$ cat src/design/line_buf_pkg.sv
package line_buf_pkg;

    // Buffer geometry
    localparam int ROWS    = 3;
    localparam int PIX_W   = 8;
    localparam int MAX_ROW = 64;

    // Column address covers MAX_ROW entries
    localparam int ADDR_W  = 6;

    // Nine pixels of 255 need 12 bits
    localparam int SUM_W   = 12;

    typedef logic [PIX_W-1:0]  pixel_t;
    typedef logic [ADDR_W-1:0] col_addr_t;
    typedef logic [SUM_W-1:0]  sum_t;

    // Selects one of the row memories
    typedef logic [$clog2(ROWS)-1:0] row_sel_t;

    // One column, oldest row on top
    typedef struct packed {
        pixel_t top;
        pixel_t mid;
        pixel_t bot;
    } pix_col_t;

    // 3x3 neighbourhood, right is the newest column
    typedef struct packed {
        pix_col_t left;
        pix_col_t centre;
        pix_col_t right;
    } window_t;

    // Read sequencer states
    typedef enum logic {
        SEQ_IDLE,
        SEQ_SCAN
    } seq_state_t;

endpackage

$ cat src/design/row_ram.sv
module row_ram (
    input  logic                   clk,
    input  logic                   rd,
    input  logic                   wr,
    input  line_buf_pkg::pixel_t    wr_data,
    input  line_buf_pkg::col_addr_t addr,
    output line_buf_pkg::pixel_t    rd_data
);

    // One image row
    line_buf_pkg::pixel_t mem [line_buf_pkg::MAX_ROW];

    // Single port, write and registered read share addr
    always_ff @(posedge clk) begin
        if (wr) begin
            mem[addr] <= wr_data;
        end
        if (rd) begin
            rd_data <= mem[addr];
        end
    end

endmodule

$ cat src/design/line_coupler.sv
module line_coupler (
    input  logic                   clk,
    input  logic                   rst,
    input  line_buf_pkg::col_addr_t row_width,
    input  line_buf_pkg::pixel_t    pixel_in,
    input  logic                   pixel_valid,
    input  logic                   rd_en,
    input  line_buf_pkg::col_addr_t rd_addr,
    output line_buf_pkg::pix_col_t  col_out,
    output logic                   col_valid,
    output logic                   full
);

    line_buf_pkg::col_addr_t wr_addr;
    line_buf_pkg::col_addr_t last_col;
    line_buf_pkg::col_addr_t ram_addr;
    line_buf_pkg::row_sel_t  wr_order;
    logic [line_buf_pkg::ROWS-1:0] row_full;
    logic [line_buf_pkg::ROWS-1:0] ram_wr;
    line_buf_pkg::pixel_t    ram_q [line_buf_pkg::ROWS];

    // Memory holding row k positions after the write order
    function automatic line_buf_pkg::row_sel_t row_at(
        input line_buf_pkg::row_sel_t base,
        input int unsigned            k
    );
        int unsigned idx;
        idx = (int'(base) + k) % line_buf_pkg::ROWS;
        return line_buf_pkg::row_sel_t'(idx);
    endfunction

    // A row_width of 0 wraps to a full MAX_ROW row
    assign last_col = row_width - 1'b1;

    // Writes and reads never overlap, so no arbitration
    assign ram_addr = pixel_valid ? wr_addr : rd_addr;

    assign full = &row_full;

    for (genvar i = 0; i < line_buf_pkg::ROWS; i++) begin : g_row
        assign ram_wr[i] = pixel_valid && (wr_order == line_buf_pkg::row_sel_t'(i));

        row_ram u_ram (
            .clk     (clk),
            .rd      (rd_en),
            .wr      (ram_wr[i]),
            .wr_data (pixel_in),
            .addr    (ram_addr),
            .rd_data (ram_q[i])
        );
    end

    // Oldest to newest; wr_order names the oldest row once all are full
    assign col_out.top = ram_q[row_at(wr_order, 0)];
    assign col_out.mid = ram_q[row_at(wr_order, 1)];
    assign col_out.bot = ram_q[row_at(wr_order, 2)];

    always_ff @(posedge clk) begin
        if (rst) begin
            wr_addr   <= '0;
            wr_order  <= '0;
            row_full  <= '0;
            col_valid <= 1'b0;
        end else begin
            if (pixel_valid) begin
                if (wr_addr == last_col) begin
                    // Row complete, move on to the next memory
                    wr_addr            <= '0;
                    row_full[wr_order] <= 1'b1;
                    if (wr_order == line_buf_pkg::row_sel_t'(line_buf_pkg::ROWS - 1)) begin
                        wr_order <= '0;
                    end else begin
                        wr_order <= wr_order + 1'b1;
                    end
                end else begin
                    wr_addr <= wr_addr + 1'b1;
                end
            end

            // Last column read frees the oldest row
            if (rd_en && rd_addr == last_col) begin
                row_full[wr_order] <= 1'b0;
            end

            col_valid <= rd_en;
        end
    end

endmodule

$ cat src/design/read_sequencer.sv
module read_sequencer (
    input  logic                   clk,
    input  logic                   rst,
    input  line_buf_pkg::col_addr_t row_width,
    input  logic                   full,
    output logic                   rd_en,
    output line_buf_pkg::col_addr_t rd_addr
);

    line_buf_pkg::seq_state_t state;
    line_buf_pkg::col_addr_t  last_col;

    // Wraps to MAX_ROW-1 when row_width is 0
    assign last_col = row_width - 1'b1;

    // Strobe covers the whole scan
    assign rd_en = (state == line_buf_pkg::SEQ_SCAN);

    always_ff @(posedge clk) begin
        if (rst) begin
            state   <= line_buf_pkg::SEQ_IDLE;
            rd_addr <= '0;
        end else begin
            unique case (state)
                line_buf_pkg::SEQ_IDLE: begin
                    rd_addr <= '0;
                    // Three rows buffered, start a pass
                    if (full) begin
                        state <= line_buf_pkg::SEQ_SCAN;
                    end
                end

                line_buf_pkg::SEQ_SCAN: begin
                    if (rd_addr == last_col) begin
                        // full drops at this same edge
                        state   <= line_buf_pkg::SEQ_IDLE;
                        rd_addr <= '0;
                    end else begin
                        rd_addr <= rd_addr + 1'b1;
                    end
                end

                default: begin
                    state   <= line_buf_pkg::SEQ_IDLE;
                    rd_addr <= '0;
                end
            endcase
        end
    end

endmodule

$ cat src/design/window_shift.sv
module window_shift (
    input  logic                   clk,
    input  logic                   rst,
    input  line_buf_pkg::col_addr_t row_width,
    input  line_buf_pkg::pix_col_t  col_in,
    input  logic                   col_valid,
    output line_buf_pkg::window_t   win,
    output logic                   win_valid
);

    line_buf_pkg::col_addr_t col_cnt;
    line_buf_pkg::col_addr_t last_col;

    assign last_col = row_width - 1'b1;

    // Pixel registers
    always_ff @(posedge clk) begin
        if (col_valid) begin
            win.left   <= win.centre;
            win.centre <= win.right;
            win.right  <= col_in;
        end
    end

    // Column position within the current pass
    always_ff @(posedge clk) begin
        if (rst) begin
            col_cnt   <= '0;
            win_valid <= 1'b0;
        end else begin
            // Need two earlier columns of this pass
            win_valid <= col_valid && (col_cnt >= 2);
            if (col_valid) begin
                if (col_cnt == last_col) begin
                    col_cnt <= '0;
                end else begin
                    col_cnt <= col_cnt + 1'b1;
                end
            end
        end
    end

endmodule

$ cat src/design/box_filter.sv
module box_filter (
    input  logic                  clk,
    input  logic                  rst,
    input  line_buf_pkg::window_t  win,
    input  logic                  win_valid,
    output line_buf_pkg::sum_t     sum_out,
    output logic                  sum_valid
);

    line_buf_pkg::sum_t sum_left;
    line_buf_pkg::sum_t sum_centre;
    line_buf_pkg::sum_t sum_right;
    line_buf_pkg::sum_t sum_all;

    // Vertical sum of one column, widened before the add
    function automatic line_buf_pkg::sum_t col_sum(input line_buf_pkg::pix_col_t c);
        line_buf_pkg::sum_t s;
        s = line_buf_pkg::sum_t'(c.top);
        s = s + line_buf_pkg::sum_t'(c.mid);
        s = s + line_buf_pkg::sum_t'(c.bot);
        return s;
    endfunction

    // Column sums
    assign sum_left   = col_sum(win.left);
    assign sum_centre = col_sum(win.centre);
    assign sum_right  = col_sum(win.right);

    // Total of nine, fits SUM_W without overflow
    assign sum_all = sum_left + sum_centre + sum_right;

    // Result register
    always_ff @(posedge clk) begin
        if (win_valid) begin
            sum_out <= sum_all;
        end
    end

    // Valid trails win_valid by one cycle
    always_ff @(posedge clk) begin
        if (rst) begin
            sum_valid <= 1'b0;
        end else begin
            sum_valid <= win_valid;
        end
    end

endmodule

$ cat src/design/conv_line_top.sv
module conv_line_top (
    input  logic                   clk,
    input  logic                   rst,
    input  line_buf_pkg::col_addr_t row_width,
    input  line_buf_pkg::pixel_t    pixel_in,
    input  logic                   pixel_valid,
    output logic                   full,
    output line_buf_pkg::sum_t      sum_out,
    output logic                   sum_valid
);

    // Read control from the sequencer
    logic                    rd_en;
    line_buf_pkg::col_addr_t rd_addr;

    // Reordered column stream
    line_buf_pkg::pix_col_t  col_out;
    logic                    col_valid;

    // Neighbourhood into the filter
    line_buf_pkg::window_t   win;
    logic                    win_valid;

    line_coupler u_coupler (
        .clk         (clk),
        .rst         (rst),
        .row_width   (row_width),
        .pixel_in    (pixel_in),
        .pixel_valid (pixel_valid),
        .rd_en       (rd_en),
        .rd_addr     (rd_addr),
        .col_out     (col_out),
        .col_valid   (col_valid),
        .full        (full)
    );

    read_sequencer u_sequencer (
        .clk       (clk),
        .rst       (rst),
        .row_width (row_width),
        .full      (full),
        .rd_en     (rd_en),
        .rd_addr   (rd_addr)
    );

    window_shift u_window (
        .clk       (clk),
        .rst       (rst),
        .row_width (row_width),
        .col_in    (col_out),
        .col_valid (col_valid),
        .win       (win),
        .win_valid (win_valid)
    );

    box_filter u_filter (
        .clk       (clk),
        .rst       (rst),
        .win       (win),
        .win_valid (win_valid),
        .sum_out   (sum_out),
        .sum_valid (sum_valid)
    );

endmodule

$ cat config.mk
export PLATFORM = sky130hd
export DESIGN_NAME = conv_line_top
export DESIGN_NICKNAME = d
export VERILOG_FILES = /design/src/design/line_buf_pkg.sv /design/src/design/row_ram.sv /design/src/design/line_coupler.sv /design/src/design/read_sequencer.sv /design/src/design/window_shift.sv /design/src/design/box_filter.sv /design/src/design/conv_line_top.sv
export SDC_FILE = /design/constraint.sdc
export NUM_CORES = 2
export LEC_CHECK = 0
export BUFFER_PORTS_ARGS = -buffer_cell sky130_fd_sc_hd__buf_2
export CELL_PAD_IN_SITES_DETAIL_PLACEMENT = 1
export CELL_PAD_IN_SITES_GLOBAL_PLACEMENT = 2
export CORE_MARGIN = 2
export CORE_UTILIZATION = 30
export CTS_CLUSTER_DIAMETER = 30
export CTS_CLUSTER_SIZE = 28
export DETAILED_ROUTE_END_ITERATION = 8
export GPL_TIMING_DRIVEN = 1
export HOLD_SLACK_MARGIN = 0.12
export PLACE_DENSITY_LB_ADDON = 0.1
export SKIP_LAST_GASP = 1
export SLEW_MARGIN = 20
export SYNTH_ARGS = -nofsm -noshare
export SYNTH_HDL_FRONTEND = slang
export SYNTH_SLANG_ARGS = --single-unit
$ cat constraint.sdc
create_clock -name clk -period 4.55 [get_ports clk]
set_clock_uncertainty 0.2 [all_clocks]
set_input_delay 0.2275 -clock clk [delete_from_list [all_inputs] [get_ports clk]]
set_output_delay 0.2275 -clock clk [all_outputs]
set_load 0.1 [all_outputs]
## Yosys cells after proc, flatten, opt, wreduce, memory -nomap -nowiden

Memories as Yosys holds them, arrays and structs flattened. A register that Yosys moved wholly into a read port is not among the register bits.
Cells that the tools add are included.

| operators by class | value |
|---|---|
| divide/modulo/power cells | 3 |
| reduce and logical (&&, ||, !) cells | 9 |
| bitwise operators | 7 |
| muxes and demuxes | 30 |
| add/sub/neg operators | 15 |
| order comparisons | 6 |
| equal/unequal tests | 5 |

Operators with widths:

| cell | count |
|---|---|
| $mod 32x2->32 const B | 2 |
| $bmux 8 s2 | 3 |
| $mux 8 | 6 |
| $add 12x8->12 | 3 |
| $mod 2x2->32 const B | 1 |
| $add 8x8->9 | 3 |
| $add 12x12->12 | 2 |
| $mux 6 | 4 |
| $add 6x1->6 const B | 3 |
| $eq 6x6->1 | 3 |
| $mux 3 | 4 |
| $pmux 6 s2 | 1 |
| $ge 3x3->1 const B | 3 |
| $mux 1 | 9 |
| $not 2->3 | 3 |
| $ge 6x2->1 const B | 1 |
| $logic_and 1x1->1 | 6 |
| $sub 6x1->6 const B | 1 |
| $add 2x1->3 const B | 1 |
| $add 2x2->3 const B | 1 |
| $and 3x3->3 | 1 |
| $lt 2x3->1 const B | 1 |
| $not 3->3 | 1 |
| $or 3x3->3 | 1 |
| 11 further kinds | 11 |

| storage, ports and cells | value |
|---|---|
| memories | 3 |
| RAM bits | 1536 |
| register bits | 111 |
| input port bits | 17 |
| word-level logic and storage cells | 97 |

Memory list:

| name | depth | bits a word | rd ports | clocked after memory_dff | wr ports | RTL line | text |
|---|---|---|---|---|---|---|---|
| u_coupler.g_row[0].u_ram.mem | 64 | 8 | 1 | 1 | 1 | row_ram.sv:11 | `line_buf_pkg::pixel_t mem [line_buf_pkg::MAX_ROW];` |
| u_coupler.g_row[1].u_ram.mem | 64 | 8 | 1 | 1 | 1 | row_ram.sv:11 |  |
| u_coupler.g_row[2].u_ram.mem | 64 | 8 | 1 | 1 | 1 | row_ram.sv:11 |  |

## Longest topological paths before layout

| depth | value |
|---|---|
| word-level depth | 10 |
| gate-level depth with buffers | 20 |
| gate-level depth less buffers | 20 |

## By module

A second synthesis with hierarchy kept.

| second synthesis, totals | value |
|---|---|
| cells, all modules | 4083 |
| area total of the unflattened synthesis | 68394.3 µm² |

By module, submodules not included:

| module | times used | seq. area each (µm²) | area each (µm²) | cells an instance |
|---|---|---|---|---|
| row_ram | 3 | 15615.0 | 20529.7 | 1171 |
| window_shift | 1 | 2302.2 | 2670.1 | 132 |
| box_filter | 1 | 380.4 | 2148.3 | 189 |
| line_coupler | 1 | 240.2 | 1534.0 | 200 |
| read_sequencer | 1 | 140.1 | 452.9 | 49 |

## Worst setup path after synthesis

Ideal clock, no wire load.

| timing path | value |
|---|---|
| kind | register to register |
| start | reg u_window.win[33] (netlist name) |
| end | reg u_filter.sum_out[11] (data pin) |
| stages on the path, launching flop included | 17 |
| arrival time | 4.344 ns |
| setup slack | -0.249 ns |
| buffers on the path | 0 |
| required time | 4.096 ns |
| clock period less this slack | 4.799 ns |
| path through | edfxtp_1 ha_1 a21o_1 a21oi_1 nor2b_1 o21a_1 o41a_1 xnor2_1 fa_1 fa_1 fa_1 inv_1 ha_1 or2_2 a21oi_1 a211oi_1 o21a_1 |

| between the ends | value |
|---|---|
| longest elaborated chain between the ends | 4 |

Ends and longest elaborated chain:

| item | RTL line | text |
|---|---|---|
| $add 8x8->9 | box_filter.sv:19 | `s = s + line_buf_pkg::sum_t'(c.mid);` |
| $add 12x8->12 | box_filter.sv:20 | `s = s + line_buf_pkg::sum_t'(c.bot);` |
| $add 12x12->12 (2 in series) | box_filter.sv:30 | `assign sum_all = sum_left + sum_centre + sum_right;` |
| via u_filter.sum_all[11] | box_filter.sv:13 | `line_buf_pkg::sum_t sum_all;` |
| to (signal assigned) | box_filter.sv:35 | `sum_out <= sum_all;` |
| to (decl) | box_filter.sv:6 | `output line_buf_pkg::sum_t sum_out,` |

The timed path passes the listed nets, and every way through them passes these cells.
A chain may end at the register's enable or synchronous reset.

## Worst setup path after layout

| timing path | value |
|---|---|
| start | reg u_window.win[9] (netlist name) |
| end | reg u_filter.sum_out[11] (data pin) |

| between the ends | value |
|---|---|
| longest elaborated chain between the ends | 3 |

Ends and longest elaborated chain:

| item | RTL line |
|---|---|
| $add 8x8->9 | box_filter.sv:19 |
| $add 12x8->12 | box_filter.sv:20 |
| $add 12x12->12 | box_filter.sv:30 |
| via u_filter.sum_all[11] | box_filter.sv:13 |

The timed path passes the listed nets, and every way through them passes these cells.

==> results by group <==
Global route
  – Global routing met1 resource utilization: 30.7%
  – Antenna violations before repair: 21
  – Gr ovfl total: 0
  – Number of global-route vias before repair: 42,800
  – GR Layer Usage met3: 3.91%
  – Wire length of the first global-routing pass: 336 mm
  – GRT Max-Usage Layer: met2
  – GR Layer Usage met2: 34.1%
  – Overall routing resource usage: 21.8%
  – Largest net degree at the start of global routing: 125

Outcome
  – Result of the run: finished with violations
  – Failing checks: negative setup slack

Clock network
  – Maximum count of clock buffers along a single path: 4
  – H-tree depth: 5
  – Cell at the root of the clock tree: sky130_fd_sc_hd__clkbuf_16
  – Clock net sink count: 1,671
  – Worst-Skew Late Latency: 960 ps
  – Clock slew at reported path FFs: 50 ps
  – Cts bufs inserted: 436
  – CTS tree: done

Logic synthesis
  – Share of the yosys chip area belonging to registers: 77.3%
  – Post-synth EDFFs: 1,644
  – Fraction of registers with async set/reset: 0%
  – Synthesized net count: 4,045
  – Post-synthesis cell count: 3,947
  – Share of the synthesized area in the top cell type: 76.4%
  – Distinct cell type count of the synthesized netlist: 65
  – Synthesized cell area: 0.0646 mm2
  – Count of state elements after synthesis: 1,671
  – Dominant synthesized flop cell: sky130_fd_sc_hd__edfxtp_1
  – Area contributors post-synth: sky130_fd_sc_hd__edfxtp_1 (76%), sky130_fd_sc_hd__a22oi_1 (5.9%), sky130_fd_sc_hd__nand2_1 (1.4%)
  – Cell type with the largest total area after synthesis: sky130_fd_sc_hd__edfxtp_1
  – Post-synthesis average cell area: 16.4 um2
  – Number of warnings printed during yosys synthesis: 0

STA
  – Final-layout setup total negative slack: -546 ps
  – Final Cycle Share: 103%
  – Max Freq: 212 MHz
  – Worst slew pin tran: 1180 ps
  – Worst hold slack after final layout: 138 ps
  – Headroom to the max-slew limit: 20.9%
  – RSZ-0062 raised after global routing: yes
  – Number of pins with negative max-slew slack in the final report: 0
  – Final critical path time including I/O delays and setup: 4710 ps
  – Number of hold-slack violations in the final timing report: 0
  – Least setup slack across all paths after layout: -158 ps
  – Setup violations, final: 5

Routing
  – Initial DRT Pass Iterations: 5
  – Number of nets with antenna violations after detailed routing: 0
  – Via/cell ratio: 5.18
  – Routed WL: 241 mm
  – DRC Markers: 0
  – Via count of the routed design: 40,700
  – Count of routing violations after the opening detailed-route iteration: 3,534
  – DR WL/cell: 30.6 um

Setup path
  – Startpoint types: register
  – Largest fanout on the critical path: 2
  – Worst Path Required: 5010 ps
  – WP data arrival: 5170 ps
  – CP Class: reg2reg
  – Element type at the critical path end: register

Pwr
  – Static power due to leakage: 0.0286 uW
  – Overall power after layout: 47,800 uW
  – Power per cell area: 553 mW/mm2
  – Worst IR drop on VDD: 0.468 mV

Floorplanning
  – Number of placed I/O pins: 31
  – Number of rows in the core area: 170
  – Horizontal die dimension: 468 um
  – DIE HEIGHT: 468 um
  – Starting utilization of the core area: 30.1%
  – Placeable Area: 0.214 mm2
  – Area of the die: 0.219 mm2

Place
  – Final weighted congestion of routability-driven global placement: 0.773
  – Instance area after placement: 0.0714 mm2
  – Buffers on Ports: 30
  – Final HPWL from detailed placement: 150 mm
  – Setup slack at placement: -396 ps

Final layout
  – Fraction of layout cells with a size suffix above 1: 24.8%
  – Design area: 0.0864 mm2
  – Net count, final: 4,755
  – Post-synthesis to final-layout area growth: 33.8%

Hold path
  – Tightest Hold Check Type: in2reg

Run
  – Max Cap Violations: 0
layer usage:
| metal | routed length (um) | vias to the layer above |
|---|---|---|
| met5 | 11 | - |
| met4 | 6530 | 2 |
| met3 | 12800 | 370 |
| met2 | 111000 | 1240 |
| met1 | 110000 | 21600 |
| li1 | - | 17500 |
state kept, by name, indices dropped and copies added (netlist names):
register                       count
u_coupler.wr_order                 2
u_coupler.row_full                 3
u_sequencer.rd_en                  1
u_window.col_cnt                   6
u_sequencer.rd_addr                6
u_coupler.wr_addr                  6
u_coupler.g_row.u_ram.mem       1536
u_coupler.col_valid                1
u_filter.sum_valid                 1
u_window.win                      72
u_filter.sum_out                  12
u_coupler.g_row.u_ram.rd_data     24
u_window.win_valid                 1
per-stage QoR:
| step | std cells | utilization (%) |
|---|---|---|
| after floorplan | 3947 | - |
| final | 7850 | 40.3 |
| after global routing | 7849 | 40.3 |
| after detailed placement | 7012 | 33.3 |
| after CTS | 7839 | 40.3 |
| after global placement | 7012 | 33.3 |
cell usage after synthesis, types with 7 or more instances:
cell	count
sky130_fd_sc_hd__nand3_1	28
sky130_fd_sc_hd__xnor2_1	41
sky130_fd_sc_hd__ha_1	45
sky130_fd_sc_hd__and4_1	27
sky130_fd_sc_hd__edfxtp_1	1644
sky130_fd_sc_hd__nor4_1	24
sky130_fd_sc_hd__buf_1	32
sky130_fd_sc_hd__nor2_1	237
sky130_fd_sc_hd__a31o_2	7
sky130_fd_sc_hd__mux2i_1	37
sky130_fd_sc_hd__mux2_2	11
sky130_fd_sc_hd__a21o_1	32
sky130_fd_sc_hd__buf_2	92
sky130_fd_sc_hd__nand2_1	243
sky130_fd_sc_hd__o21ai_0	137
sky130_fd_sc_hd__a2bb2oi_1	11
sky130_fd_sc_hd__a31oi_1	51
sky130_fd_sc_hd__dfxtp_1	27
sky130_fd_sc_hd__nor2b_1	11
sky130_fd_sc_hd__a41oi_1	79
sky130_fd_sc_hd__a222oi_1	10
sky130_fd_sc_hd__nand4_1	21
sky130_fd_sc_hd__a22oi_1	507
sky130_fd_sc_hd__fa_1	36
sky130_fd_sc_hd__buf_4	12
sky130_fd_sc_hd__nor3_1	15
sky130_fd_sc_hd__a22o_1	29
sky130_fd_sc_hd__inv_1	75
sky130_fd_sc_hd__a41o_1	14
sky130_fd_sc_hd__or2_2	7
sky130_fd_sc_hd__a221oi_1	54
sky130_fd_sc_hd__a211oi_1	10
sky130_fd_sc_hd__a21oi_1	116
sky130_fd_sc_hd__or4_1	19
sky130_fd_sc_hd__xor2_1	12
sky130_fd_sc_hd__clkbuf_1	110
layout by cell type, fill, tap and decap left out, types with 30 or more instances in the layout:
| cell | count |
|---|---|
| sky130_fd_sc_hd__clkinv_1 | 94 |
| sky130_fd_sc_hd__a31oi_1 | 49 |
| sky130_fd_sc_hd__a22oi_1 | 507 |
| sky130_fd_sc_hd__o21ai_0 | 132 |
| sky130_fd_sc_hd__ha_1 | 37 |
| sky130_fd_sc_hd__buf_12 | 47 |
| sky130_fd_sc_hd__fa_1 | 31 |
| sky130_fd_sc_hd__a221oi_1 | 54 |
| sky130_fd_sc_hd__edfxtp_1 | 1644 |
| sky130_fd_sc_hd__clkinvlp_4 | 30 |
| sky130_fd_sc_hd__nand2_1 | 239 |
| sky130_fd_sc_hd__mux2i_1 | 35 |
| sky130_fd_sc_hd__clkbuf_1 | 61 |
| sky130_fd_sc_hd__nor2_1 | 233 |
| sky130_fd_sc_hd__clkbuf_16 | 441 |
| sky130_fd_sc_hd__buf_4 | 415 |
| sky130_fd_sc_hd__inv_1 | 68 |
| sky130_fd_sc_hd__bufinv_16 | 59 |
| sky130_fd_sc_hd__clkinv_2 | 73 |
| sky130_fd_sc_hd__a21oi_1 | 104 |
| sky130_fd_sc_hd__a21o_1 | 32 |
| sky130_fd_sc_hd__xnor2_1 | 35 |
| sky130_fd_sc_hd__a41oi_1 | 79 |
critical path, stage by stage, from the launching register on:
cell,delay [ps]
sky130_fd_sc_hd__edfxtp_1,410
sky130_fd_sc_hd__buf_4,160
sky130_fd_sc_hd__ha_4,200
sky130_fd_sc_hd__a21o_1,180
sky130_fd_sc_hd__a21oi_2,170
sky130_fd_sc_hd__nor2b_1,70
sky130_fd_sc_hd__o21a_1,200
sky130_fd_sc_hd__o41a_1,350
sky130_fd_sc_hd__xnor2_2,160
sky130_fd_sc_hd__fa_1,510
sky130_fd_sc_hd__fa_2,440
sky130_fd_sc_hd__fa_1,510
sky130_fd_sc_hd__inv_2,50
sky130_fd_sc_hd__ha_4,210
sky130_fd_sc_hd__or2_4,230
sky130_fd_sc_hd__a21oi_4,140
sky130_fd_sc_hd__a211oi_1,70
sky130_fd_sc_hd__o21a_1,170
repair_timing:
action,CTS,global route
setup buffers,14,4
hold endpoints to repair,1514,23
gates resized for setup,51,9
hold buffers,25,1
pin swaps,37,21
setup endpoints to repair,6,6
final timing paths:
check                             startpoint                                            to  depth (start not counted)  slack, ps
setup / recovery   u_window.win[9]$_DFFE_PP_                u_filter.sum_out[11]$_DFFE_PP_                         17       -160
hold / removal                   pixel_in[5]  u_coupler.g_row[0].u_ram.mem[4][5]$_DFFE_PP_                          2        140
setup reg to reg   u_window.win[9]$_DFFE_PP_                u_filter.sum_out[11]$_DFFE_PP_                         17       -160
hold reg to reg   u_window.win[22]$_DFFE_PP_                    u_window.win[46]$_DFFE_PP_                          0        250
kinds of logic (layout without fill, tap and decap cells):
family | Yosys count | after routing | synth area share (%)
fa+ha+maj | 81 | 81 | 1.99
mux | 50 | 50 | 0.812
buf+inv | 325 | 1385 | 2.18
flops | 1671 | 1671 | 77.3
xor+xnor | 57 | 57 | 0.858
simple gates | 681 | 681 | 4.94
other cells | 0 | 5 | 0
compound gates | 1082 | 1082 | 12.0
power by group:
part,internal [uW],switching [uW],total [uW],leakage (uW)
registers,17000,8.25,17000,0.0150
logic,284,765,1050,0.00666
clock network,20700,9050,29800,0.00693
total,38000,9830,47800,0.0286
area by class of cell:
class	instances	area (um2)
antenna	5	12.5
clock inverter	286	3040
fill	21100	128000
inverter	75	282
sequential	1671	49900
clock buffer	502	11300
multi-input combinational	1951	13800
tap	2838	3550
timing repair buffer	522	4580
Power figures use the tool's default switching activity.
